`config.mk`:
```
export PLATFORM = sky130hd
export DESIGN_NAME = dp_rx_lane_top
export DESIGN_NICKNAME = d
export VERILOG_FILES = /design/src/hdl/dp_lane_pkg.sv /design/src/hdl/dp_rx_lane_top.sv /design/src/hdl/dp_rx_lane_regs.sv /design/src/hdl/dp_rx_blank_tracker.sv /design/src/hdl/dp_rx_descrambler.sv
export SDC_FILE = /design/constraint.sdc
export NUM_CORES = 1
export LEC_CHECK = 0
export BUFFER_PORTS_ARGS = -buffer_cell sky130_fd_sc_hd__buf_2
export CAP_MARGIN = 0
export CORE_UTILIZATION = 38
export DETAILED_ROUTE_END_ITERATION = 12
export SETUP_SLACK_MARGIN = 0.2
export SLEW_MARGIN = 20
export SYNTH_ARGS = -nofsm -noshare
export SYNTH_HDL_FRONTEND = slang
export SYNTH_SLANG_ARGS = --single-unit
```
`constraint.sdc`:
```
create_clock -name CLK_IN -period 3.2 [get_ports CLK_IN]
set_input_delay 0.16 -clock CLK_IN [delete_from_list [all_inputs] [get_ports CLK_IN]]
set_output_delay 0.16 -clock CLK_IN [all_outputs]
set_load 0.05 [all_outputs]
```
`src/hdl/dp_lane_pkg.sv`:
```
// Shared symbol codes, LFSR constants and register map for the DisplayPort RX lane; import where needed
`default_nettype none

package dp_lane_pkg;

    // One link symbol, K flag in bit 8 above the data byte
    typedef logic [8:0] sym_t;

    // Control symbols after 8b/10b decode
    // K28.0 scrambler reset
    localparam sym_t P_SYM_SR = 9'h11C;
    // K28.5 blanking start
    localparam sym_t P_SYM_BS = 9'h1BC;
    // K27.7 blanking end
    localparam sym_t P_SYM_BE = 9'h1FB;

    // Scrambler LFSR state, x^16 + x^5 + x^4 + x^3 + 1
    typedef logic [15:0] lfsr_t;

    // State loaded after every SR
    localparam lfsr_t P_LFSR_SEED = 16'hFFFF;

    // Feedback mask of one serial step, bit 0 plus taps 3, 4 and 5
    localparam lfsr_t P_LFSR_POLY = 16'h0039;

    // Watchdog counter
    localparam int P_WDG_W = 24;
    typedef logic [P_WDG_W-1:0] wdg_t;

    // Register bus
    typedef logic [1:0]  reg_addr_t;
    typedef logic [31:0] reg_data_t;

    // Control, bit 0 descramble enable
    localparam reg_addr_t P_REG_CTRL = 2'd0;
    // Watchdog reload value
    localparam reg_addr_t P_REG_WDG  = 2'd1;
    // Status, bit 0 lock, bit 1 sticky lock lost (W1C), bit 2 blanking
    localparam reg_addr_t P_REG_STAT = 2'd2;
    // SR count low half, BS count high half
    localparam reg_addr_t P_REG_CNT  = 2'd3;

endpackage

`default_nettype wire
```
`src/hdl/dp_rx_lane_top.sv`:
```
// DisplayPort RX lane top joining descrambler, blanking tracker and register block; the DUT level
`default_nettype none
`timescale 1ns/1ps

module dp_rx_lane_top
#(
    // Symbols per clock, 1, 2 or 4
    parameter int P_SPL = 2
)
(
    input  wire                          CLK_IN,
    input  wire                          RST_IN,

    // Aligned lane
    input  wire                          lock_in,
    input  wire dp_lane_pkg::sym_t       sym_in [0:P_SPL-1],

    // Register bus
    input  wire                          reg_wr,
    input  wire dp_lane_pkg::reg_addr_t  reg_addr,
    input  wire dp_lane_pkg::reg_data_t  reg_wdata,

    // Descrambled lane and status
    output dp_lane_pkg::sym_t            sym_out [0:P_SPL-1],
    output logic                         lock,
    output logic                         blank,
    output dp_lane_pkg::reg_data_t       reg_rdata
);

    import dp_lane_pkg::*;

    // Control from the registers
    logic descr_en;
    wdg_t wdg_reload;

    // Event pulses into the counters
    logic sr_seen;
    logic bs_seen;

    // Descrambler
    dp_rx_descrambler #(
        .P_SPL      (P_SPL)
    ) u_descrambler (
        .CLK_IN     (CLK_IN),
        .RST_IN     (RST_IN),
        .descr_en   (descr_en),
        .wdg_reload (wdg_reload),
        .lock_in    (lock_in),
        .sym_in     (sym_in),
        .sym_out    (sym_out),
        .lock       (lock),
        .sr_seen    (sr_seen)
    );

    // Blanking on the descrambled output
    dp_rx_blank_tracker #(
        .P_SPL      (P_SPL)
    ) u_blank_tracker (
        .CLK_IN     (CLK_IN),
        .RST_IN     (RST_IN),
        .sym_in     (sym_out),
        .blank      (blank),
        .bs_seen    (bs_seen)
    );

    // Registers
    dp_rx_lane_regs u_lane_regs (
        .CLK_IN     (CLK_IN),
        .RST_IN     (RST_IN),
        .reg_wr     (reg_wr),
        .reg_addr   (reg_addr),
        .reg_wdata  (reg_wdata),
        .reg_rdata  (reg_rdata),
        .descr_en   (descr_en),
        .wdg_reload (wdg_reload),
        .lock       (lock),
        .blank      (blank),
        .sr_seen    (sr_seen),
        .bs_seen    (bs_seen)
    );

endmodule

`default_nettype wire

```
`src/hdl/dp_rx_lane_regs.sv`:
```
// Lane control and status registers, steering the descrambler and counting events; used by the lane top
`default_nettype none
`timescale 1ns/1ps

module dp_rx_lane_regs
(
    input  wire                          CLK_IN,
    input  wire                          RST_IN,

    // Register bus, single cycle write strobe
    input  wire                          reg_wr,
    input  wire dp_lane_pkg::reg_addr_t  reg_addr,
    input  wire dp_lane_pkg::reg_data_t  reg_wdata,
    output dp_lane_pkg::reg_data_t       reg_rdata,

    // Descrambler control
    output logic                         descr_en,
    output dp_lane_pkg::wdg_t            wdg_reload,

    // Status inputs
    input  wire                          lock,
    input  wire                          blank,
    input  wire                          sr_seen,
    input  wire                          bs_seen
);

    import dp_lane_pkg::*;

    // Lock of the previous clock, for edge detect
    logic        lock_q;

    // Sticky lock lost
    logic        lock_lost;

    // Event counters, saturating
    logic [15:0] sr_cnt;
    logic [15:0] bs_cnt;

    // Write decode
    logic        wr_ctrl;
    logic        wr_wdg;
    logic        wr_stat;

    assign wr_ctrl = reg_wr && (reg_addr == P_REG_CTRL);
    assign wr_wdg  = reg_wr && (reg_addr == P_REG_WDG);
    assign wr_stat = reg_wr && (reg_addr == P_REG_STAT);

    // Control and watchdog reload
    always_ff @(posedge CLK_IN or posedge RST_IN)
    begin
        if (RST_IN)
        begin
            descr_en   <= 1'b0;
            wdg_reload <= '1;
        end
        else
        begin
            if (wr_ctrl)
                descr_en <= reg_wdata[0];
            if (wr_wdg)
                wdg_reload <= reg_wdata[P_WDG_W-1:0];
        end
    end

    // Sticky flag, a new falling edge wins over a clear
    always_ff @(posedge CLK_IN or posedge RST_IN)
    begin
        if (RST_IN)
        begin
            lock_q    <= 1'b1;
            lock_lost <= 1'b0;
        end
        else
        begin
            lock_q <= lock;
            if (lock_q && !lock)
                lock_lost <= 1'b1;
            else if (wr_stat && reg_wdata[1])
                lock_lost <= 1'b0;
        end
    end

    // SR and BS beat counters, stop at all ones
    always_ff @(posedge CLK_IN or posedge RST_IN)
    begin
        if (RST_IN)
        begin
            sr_cnt <= '0;
            bs_cnt <= '0;
        end
        else
        begin
            if (sr_seen && (sr_cnt != '1))
                sr_cnt <= sr_cnt + 1'b1;
            if (bs_seen && (bs_cnt != '1))
                bs_cnt <= bs_cnt + 1'b1;
        end
    end

    // Read mux, registered
    always_ff @(posedge CLK_IN)
    begin
        case (reg_addr)
            P_REG_CTRL: reg_rdata <= {31'd0, descr_en};
            P_REG_WDG:  reg_rdata <= {{(32-P_WDG_W){1'b0}}, wdg_reload};
            P_REG_STAT: reg_rdata <= {29'd0, blank, lock_lost, lock};
            default:    reg_rdata <= {bs_cnt, sr_cnt};
        endcase
    end

endmodule

`default_nettype wire

```
`src/hdl/dp_rx_blank_tracker.sv`:
```
// Blanking level tracker on the descrambled stream with a BS pulse; instantiated by the lane top
`default_nettype none
`timescale 1ns/1ps

module dp_rx_blank_tracker
#(
    // Symbols per clock
    parameter int P_SPL = 2
)
(
    input  wire                      CLK_IN,
    input  wire                      RST_IN,

    // Descrambled symbols
    input  wire dp_lane_pkg::sym_t   sym_in [0:P_SPL-1],

    // Blanking level, one clock after the beat
    output logic                     blank,

    // Beat holds at least one BS
    output logic                     bs_seen
);

    import dp_lane_pkg::*;

    // Level after scanning this beat
    logic blank_nxt;

    // BS anywhere in this beat
    logic bs_any;

    // Scan in symbol order, later symbols override earlier ones
    always_comb
    begin
        blank_nxt = blank;
        bs_any    = 1'b0;
        for (int i = 0; i < P_SPL; i++)
        begin
            if (sym_in[i] == P_SYM_BS)
            begin
                blank_nxt = 1'b1;
                bs_any    = 1'b1;
            end
            else if (sym_in[i] == P_SYM_BE)
            begin
                blank_nxt = 1'b0;
            end
        end
    end

    // Combinational pulse towards the counters
    assign bs_seen = bs_any;

    // Blanking level
    always_ff @(posedge CLK_IN or posedge RST_IN)
    begin
        if (RST_IN)
            blank <= 1'b0;
        else
            blank <= blank_nxt;
    end

endmodule

`default_nettype wire

```
`src/hdl/dp_rx_descrambler.sv`:
```
// Lane descrambler with SR to BS substitution and SR watchdog lock; instantiated by the lane top
`default_nettype none
`timescale 1ns/1ps

module dp_rx_descrambler
#(
    // Symbols per clock
    parameter int P_SPL = 2
)
(
    input  wire                      CLK_IN,
    input  wire                      RST_IN,

    // Control from the register block
    input  wire                      descr_en,
    input  wire dp_lane_pkg::wdg_t   wdg_reload,

    // Alignment lock from the upstream stage
    input  wire                      lock_in,

    // Symbol stream
    input  wire dp_lane_pkg::sym_t   sym_in [0:P_SPL-1],
    output dp_lane_pkg::sym_t        sym_out [0:P_SPL-1],

    // Status
    output logic                     lock,
    output logic                     sr_seen
);

    import dp_lane_pkg::*;

    // Advance the scrambler by one byte, eight serial steps
    function automatic lfsr_t lfsr_step(input lfsr_t lfsr_cur);
        lfsr_t s;
        logic  fb;
        s = lfsr_cur;
        for (int n = 0; n < 8; n++)
        begin
            fb = s[15];
            // Shift up, feedback into bit 0 and the taps
            s = {s[14:0], 1'b0} ^ (fb ? P_LFSR_POLY : '0);
        end
        return s;
    endfunction

    // Scrambling byte, high LFSR byte with bit order reversed
    function automatic logic [7:0] scr_byte(input lfsr_t lfsr_cur);
        logic [7:0] b;
        for (int j = 0; j < 8; j++)
        begin
            b[j] = lfsr_cur[15-j];
        end
        return b;
    endfunction

    // Per symbol SR flags
    logic [P_SPL-1:0] sr_det;

    // Symbols with SR already replaced by BS
    sym_t             dat [0:P_SPL-1];

    // LFSR chain across the beat
    logic [P_SPL-1:0] lfsr_rst;
    lfsr_t            lfsr_in [0:P_SPL-1];
    lfsr_t            lfsr [0:P_SPL-1];

    // State carried into the next beat
    lfsr_t            lfsr_q;
    logic             lfsr_rst_q;

    // Watchdog
    wdg_t             wdg_cnt;
    logic             wdg_end;

    // SR detection and BS substitution
    always_comb
    begin
        for (int i = 0; i < P_SPL; i++)
        begin
            sr_det[i] = (sym_in[i] == P_SYM_SR);
            dat[i]    = sr_det[i] ? P_SYM_BS : sym_in[i];
        end
    end

    // Any SR in this beat
    assign sr_seen = |sr_det;

    // Reset of each chain step
    // First position restarts from an SR at the end of the previous beat
    // Others restart from an SR just before them in this beat
    always_comb
    begin
        lfsr_rst[0] = lfsr_rst_q;
        for (int i = 1; i < P_SPL; i++)
        begin
            lfsr_rst[i] = sr_det[i-1];
        end
    end

    // Chain inputs, first from the register, others from the previous step
    always_comb
    begin
        lfsr_in[0] = lfsr_q;
        for (int i = 1; i < P_SPL; i++)
        begin
            lfsr_in[i] = lfsr[i-1];
        end
    end

    // One LFSR step per symbol position
    always_comb
    begin
        for (int i = 0; i < P_SPL; i++)
        begin
            if (lfsr_rst[i])
                lfsr[i] = P_LFSR_SEED;
            else
                lfsr[i] = lfsr_step(lfsr_in[i]);
        end
    end

    // Carry LFSR state and the trailing SR into the next beat
    always_ff @(posedge CLK_IN or posedge RST_IN)
    begin
        if (RST_IN)
        begin
            lfsr_q     <= P_LFSR_SEED;
            lfsr_rst_q <= 1'b0;
        end
        else
        begin
            lfsr_q     <= lfsr[P_SPL-1];
            lfsr_rst_q <= sr_det[P_SPL-1];
        end
    end

    // Output register, one clock latency in both modes
    always_ff @(posedge CLK_IN)
    begin
        for (int i = 0; i < P_SPL; i++)
        begin
            // K symbols and bypass pass as they are
            if (descr_en && !dat[i][8])
                sym_out[i] <= {1'b0, dat[i][7:0] ^ scr_byte(lfsr[i])};
            else
                sym_out[i] <= dat[i];
        end
    end

    // Watchdog, reloaded by SR while the lane is aligned
    always_ff @(posedge CLK_IN or posedge RST_IN)
    begin
        if (RST_IN)
            wdg_cnt <= '0;
        else if (!lock_in)
            wdg_cnt <= '0;
        else if (sr_seen)
            wdg_cnt <= wdg_reload;
        else if (!wdg_end)
            wdg_cnt <= wdg_cnt - 1'b1;
    end

    // Expired
    assign wdg_end = (wdg_cnt == '0);

    // Lock level, forced high while descrambling is off
    always_ff @(posedge CLK_IN or posedge RST_IN)
    begin
        if (RST_IN)
            lock <= 1'b1;
        else if (descr_en)
            lock <= !wdg_end;
        else
            lock <= 1'b1;
    end

endmodule

`default_nettype wire

```
; ---- After elaboration in Yosys (flattened, before gate mapping)
; Cells that the tools add are included.
[word_totals]
inputBits = 56
ff_bits = 152
output_inout_bits = 52
wordCells = 101
[classes]
bitwise_logic = 18
addsub = 3
n_reduce_logical = 18
eq_ne = 11
muxes = 35
[op_table]
columns = operator, count
row1 = XOR 16 bit, 16
row2 = 2-to-1 mux 6 bit, 16
row3 = one-hot mux 32 bit (3 select lines), 1
row4 = 2-to-1 mux 24 bit, 3
row5 = equality test 9 bit (second input constant), 6
row6 = adder 16 x 1 -> 16 bit (second input constant), 2
row7 = 2-to-1 mux 16 bit, 2
row8 = inequality test 16 bit (second input constant), 2
row9 = logical NOT 24 bit, 1
row10 = subtractor 24 x 1 -> 24 bit (second input constant), 1
row11 = 2-to-1 mux 9 bit, 2
row12 = 2-to-1 mux 8 bit, 2
row13 = XOR 8 bit, 2
row14 = logical AND 1 bit, 9
row15 = 2-to-1 mux 1 bit, 9
row16 = logical NOT 1 bit, 4
row17 = nonzero test 4 bit, 1
row18 = inequality test 3 x 2 -> 1 bit (second input constant), 1
row19 = equality test 2 x 1 -> 1 bit (second input constant), 1
row20 = equality test 2 bit (second input constant), 1
row21 = logical NOT 2 bit, 1
row22 = nonzero test 2 bit, 1
row23 = OR reduction 2 bit, 1

; ---- Logic depth before layout (Yosys ltp)
[logic_depth]
ltp_word = 36
mapped_depth = 8
depth_no_buf = 7

; ---- Cells and area by module
; Synthesis repeated with hierarchy kept, for this count alone.
[hier_totals]
cells_unflattened = 618
area_unflattened_um2 = 6974.2
[by_module_without_submodules]
columns = mod, area_each_um2, cells_per_inst, instances, seq_area_each_um2
row1 = dp_rx_lane_regs, 3723.6, 295, 1, 2148.3
row2 = dp_rx_descrambler, 3115.5, 308, 1, 1432.6
row3 = dp_rx_blank_tracker, 135.1, 15, 1, 25.0

; ---- Worst setup path before layout
; No wires, ideal clock.
[synth_timing]
path_type = register to register
from = reg u_descrambler.wdg_cnt[0]
to = reg u_descrambler.wdg_cnt[18]
required_time_ps = 3106
arrival_time_ps = 1952
setup_slack_ps = 1154
setup_time_ps = 94
path_buffers = 1
synth_period_minus_slack_ps = 2046
stages_incl_launch_ff = 9
path_cell_list = dfrtp_1 -> inv_1 -> ha_1 -> or3b_2 -> clkbuf_1 -> nor4_4 -> nand3b_1 -> xor2_1 -> a211oi_1
[synth_between]
elab_chain_len = 4
word_cells_on_any_way = 6
cone_classes = 1 x add/sub / 1 x eq/ne / 3 x mux / 1 x reduce/logical
[synth_lines]
columns = element, line_no
row1 = start: declaration, dp_rx_descrambler.sv:72  ; wdg_t wdg_cnt;
row2 = start signal: assignment, dp_rx_descrambler.sv:158  ; wdg_cnt <= wdg_reload;
row3 = start signal: assignment, dp_rx_descrambler.sv:160  ; wdg_cnt <= wdg_cnt - 1'b1;
row4 = subtractor 24 x 1 -> 24 bit, dp_rx_descrambler.sv:160
row5 = 2-to-1 mux 24 bit, dp_rx_descrambler.sv:159  ; else if (!wdg_end)
row6 = 2-to-1 mux 24 bit, dp_rx_descrambler.sv:157  ; else if (sr_seen)
row7 = 2-to-1 mux 24 bit, dp_rx_descrambler.sv:155  ; else if (!lock_in)
; Several ways; a longest one is shown, not always the timed one. The select of a mux whose other input is x is not followed.
; A chain may end at the register's enable or synchronous reset.

; ---- Final worst setup path
[layout_timing]
from = reg u_descrambler.wdg_cnt[14]
to = reg u_descrambler.wdg_cnt[10]
[layout_between]
elab_chain_len = 2
[layout_lines]
columns = element, line_no
row1 = logical NOT 24 bit, dp_rx_descrambler.sv:164  ; assign wdg_end = (wdg_cnt == '0);
row2 = inequality test 3 x 2 -> 1 bit (no source line), --
; Every way passes these cells.

==> parameters.txt <==
Parameter                              Value

Setup path
  Peak fanout along the critical path ... 22
  Arrival time reported for the critical path endpoint ... 2.93 ns
  Worst Path Required ... 3.45 ns
  CP endpoint kind ... flip-flop
  Kind of critical path ... reg2reg
  Kind of start point of the critical path ... flip-flop

Yosys
  Count of distinct cell types in the synthesized netlist ... 61
  Most area-consuming cells after synthesis ... dfrtp_1 (22%), dfstp_2 (16%), dfxtp_1 (14%)
  Portion of synthesized cell area occupied by the leading cell type ... 21.59%
  EDFF count, synth ... 0
  Synth Instances ... 625
  Count of state elements after synthesis ... 152
  Register area share after synthesis ... 51.85%
  Post-synth net total ... 685
  Ys Warns ... 0
  Most area-hungry cell type in the Yosys netlist ... dfrtp_1
  Summed instance area of the synthesized netlist ... 6954 um^2
  Fraction of registers with async set/reset ... 67.11%
  Average cell area after synthesis ... 11.13 um^2
  Top flip-flop cell by instance count after synthesis ... dfrtp_1

Route
  Number of DRC markers after the initial detailed-route iteration ... 348
  Routed metal-1 wire length ... 7787 um
  Wire length per cell after detailed routing ... 16.51 um
  Top Metal Used ... met4
  Number of detailed-route iterations in the first pass ... 6
  Post-route antenna net violation count ... 0
  Wirelength, routed ... 16630 um
  Detailed-route DRC error count ... 0
  Routed via count divided by cell count ... 5.049
  Wire length on met2 ... 7800 um
  Met3 layer wire length in the routed design ... 663 um
  Vias after detailed routing ... 5084

Finish
  Final layout net count ... 825
  Syn-to-layout area delta ... 24.54%
  Count of filler cells inserted in the layout ... 1641
  Number of antenna cells inserted ... 0
  Layout Cell Area excl Fill ... 8661 um^2
  Layout cells sized above 1 ... 29.56%
  Area occupied by registers ... 3606 um^2
  Area of combinational cells with multiple inputs ... 3216 um^2

Floorplanning
  Die Wd ... 137.3 um
  I/O Pins ... 108
  Overall die area ... 18850 um^2
  Floorplan row count ... 49
  Die height ... 137.3 um
  Floorplan core area ... 17960 um^2
  Effective utilization at floorplan ... 38.71%

Min path
  Min-Delay Path Class ... in2reg

STA
  Time the worst path needs with I/O delays and setup ... 2.676 ns
  Final cycle utilization of the critical path ... 83.64%
  Unrepaired setup endpoints after global routing ... false
  Max-slew violation count ... 0
  Setup Total Neg Slack ... 0 ns
  Measured slew at the worst slew-check pin ... 1.013 ns
  Worst slew slack as a fraction of its limit ... 32.44%
  Total setup violations reported at the end of the flow ... 0
  Hold violation count in the final report ... 0
  Worst-case clock skew ... 0.009989 ns
  FMAX ... 0.3736 GHz

Global routing
  Pin count of the biggest net entering global routing ... 80
  Global-route wire length before repair ... 26610 um
  Initial antenna violation count ... 0
  Total overflow reported by the global router ... 0
  Total routing resource utilization after global routing ... 18.90%
  Via count of the first global-routing pass ... 5173

Status
  Result of the run ... complete, no violations

Pwr
  Areal power density over the cells ... 972.0 nW/um^2
  Leakage power ... 0.003841 uW
  Peak VDD IR ... 0.5687 mV
  Total design power ... 8418 uW

Place
  Number of buffers inserted by port buffering ... 99
  Detailed Place HPWL ... 11580 um
  Placed Instance Area ... 7696 um^2
  Final estimated routing congestion in global placement ... 0.8311

Clock network
  Root Buffer ... clkbuf_16
  Clock sink total ... 152
  Number of H-tree levels ... 4
  Clock insertion delay at the later pin of the skew report ... 0.43 ns
  Resize count post-CTS ... 0
  CTS tree ... yes
  CTS Buffer Depth ... 2
  TritonCTS buffer count ... 17
  Clock-pin transition on the worst setup and hold timing paths ... 0.06 ns

Job
  Max-capacitance violation count ... 0
[timing repair]
| action | CTS | global route |
|---|---|---|
| setup buffers | 0 | 0 |
| hold buffers | 39 | 0 |
| hold endpoints to repair | 47 | 0 |
[Yosys cell counts (all sizes together), types with 2 or more instances]
| cell | number |
|---|---|
| a211oi | 8 |
| a21boi | 2 |
| a21oi | 23 |
| a22o | 2 |
| and2 | 4 |
| and3 | 16 |
| and4 | 7 |
| buf | 8 |
| clkbuf | 17 |
| dfrtp | 60 |
| dfstp | 42 |
| dfxtp | 50 |
| ha | 4 |
| inv | 8 |
| mux2 | 31 |
| mux2i | 22 |
| nand2 | 50 |
| nand2b | 2 |
| nand3 | 17 |
| nand3b | 3 |
| nand4 | 19 |
| nor2 | 26 |
| nor2b | 26 |
| nor3 | 9 |
| nor3b | 5 |
| nor4 | 11 |
| nor4b | 6 |
| o211ai | 2 |
| o21a | 2 |
| o21ai | 21 |
| o31ai | 2 |
| or3 | 4 |
| or4 | 4 |
| xnor2 | 55 |
| xnor3 | 2 |
| xor2 | 43 |
[worst max-delay path: stages, from the launching register on]
cell	delay (ns)
dfrtp_1	0.42
or4_1	0.58
nor4b_2	0.37
nand4_1	0.16
o21ai_2	0.82
a21oi_1	0.14
[cells in the final DEF, fill, tap and decap left out, drive strengths merged, types with 23 or more instances in the layout]
master       netlist  layout
dfxtp             50      50
dfstp             42      42
dfrtp             60      60
xor2              43      43
dlygate4sd3        0      39
a21oi             23      23
nand2             50      50
xnor2             55      55
nor2              26      26
buf                8     107
mux2              31      31
nor2b             26      26
[layout make-up]
class	count	share of cell area, %
well taps	229	3.308
clock inverters	14	1.560
repair buffers	146	10.92
multi-input cells	440	37.13
clock buffers	18	5.071
flip-flops and latches	152	41.64
inverters	8	0.3756
[logic make-up after synthesis]
| kind of cell | count (synthesis) | synth area share [%] |
|---|---|---|
| fa+ha+maj | 4 | 0.7197 |
| flops | 152 | 51.85 |
| mux | 54 | 8.510 |
| simple gates | 213 | 17.58 |
| compound gates | 69 | 6.405 |
| xor+xnor | 100 | 12.99 |
| buf+inv | 33 | 1.943 |
[report_power, final]
group,total [uW],switching [uW],internal (uW)
sequential,2990,451,2540
combinational,3460,2000,1460
clock,1960,853,1110
total,8420,3310,5110
[metal layers]
layer / GRT usage (%) / vias to the layer above
met5: 0 / -
met4: 8.181 / 0
met3: 4.010 / 29
met2: 30.95 / 145
met1: 24.04 / 2431
li1: - / 2479
[metrics by stage]
| stage | std cells | hold WS, ns | setup slack [ns] | util [%] |
|---|---|---|---|---|
| floorplan | 625 | 0.2504 | 0.4340 | - |
| global placement | 936 | 0.3027 | 0.6534 | 42.84 |
| detailed placement | 936 | 0.3047 | 0.5748 | 42.84 |
| CTS | 1007 | 0.008842 | 0.5523 | 48.21 |
| global route | 1007 | 0.01354 | 0.3631 | 48.21 |
| finish | 1007 | 0.02640 | 0.5237 | 48.21 |
[final timing paths]
kind                                                               to                                  start  cells past startpoint  slack [ns]
worst max register to register  u_descrambler.wdg_cnt[10]$_DFFE_PP0P_  u_descrambler.wdg_cnt[14]$_DFFE_PP0P_                      5        0.52
worst min register to register           u_lane_regs.lock_q$_DFF_PP1_           u_descrambler.lock$_DFF_PP1_                      0        0.39
worst max-delay path            u_descrambler.wdg_cnt[10]$_DFFE_PP0P_  u_descrambler.wdg_cnt[14]$_DFFE_PP0P_                      5        0.52
min in group asynchronous           u_lane_regs.sr_cnt[8]$_DFFE_PP0P_                                 RST_IN                      3        0.47
worst min-delay path             u_descrambler.wdg_cnt[1]$_DFFE_PP0P_                                lock_in                      2        0.03
max in group asynchronous           u_descrambler.lfsr_q[7]$_DFF_PP1_                                 RST_IN                      4        1.85
[flip-flops by register name, indices dropped and copies added, names as in the netlist]
name and count:
u_descrambler.lfsr_rst_q 1, u_lane_regs.wdg_reload 24, u_lane_regs.descr_en 1, u_descrambler.lock 1, u_descrambler.sym_out 18, u_lane_regs.bs_cnt 16
u_lane_regs.lock_q 1, u_blank_tracker.blank 1, u_lane_regs.sr_cnt 16, u_descrambler.lfsr_q 16, u_lane_regs.lock_lost 1, u_descrambler.wdg_cnt 24
u_lane_regs.reg_rdata 32
Note: power is estimated with default switching activity, not from simulation.
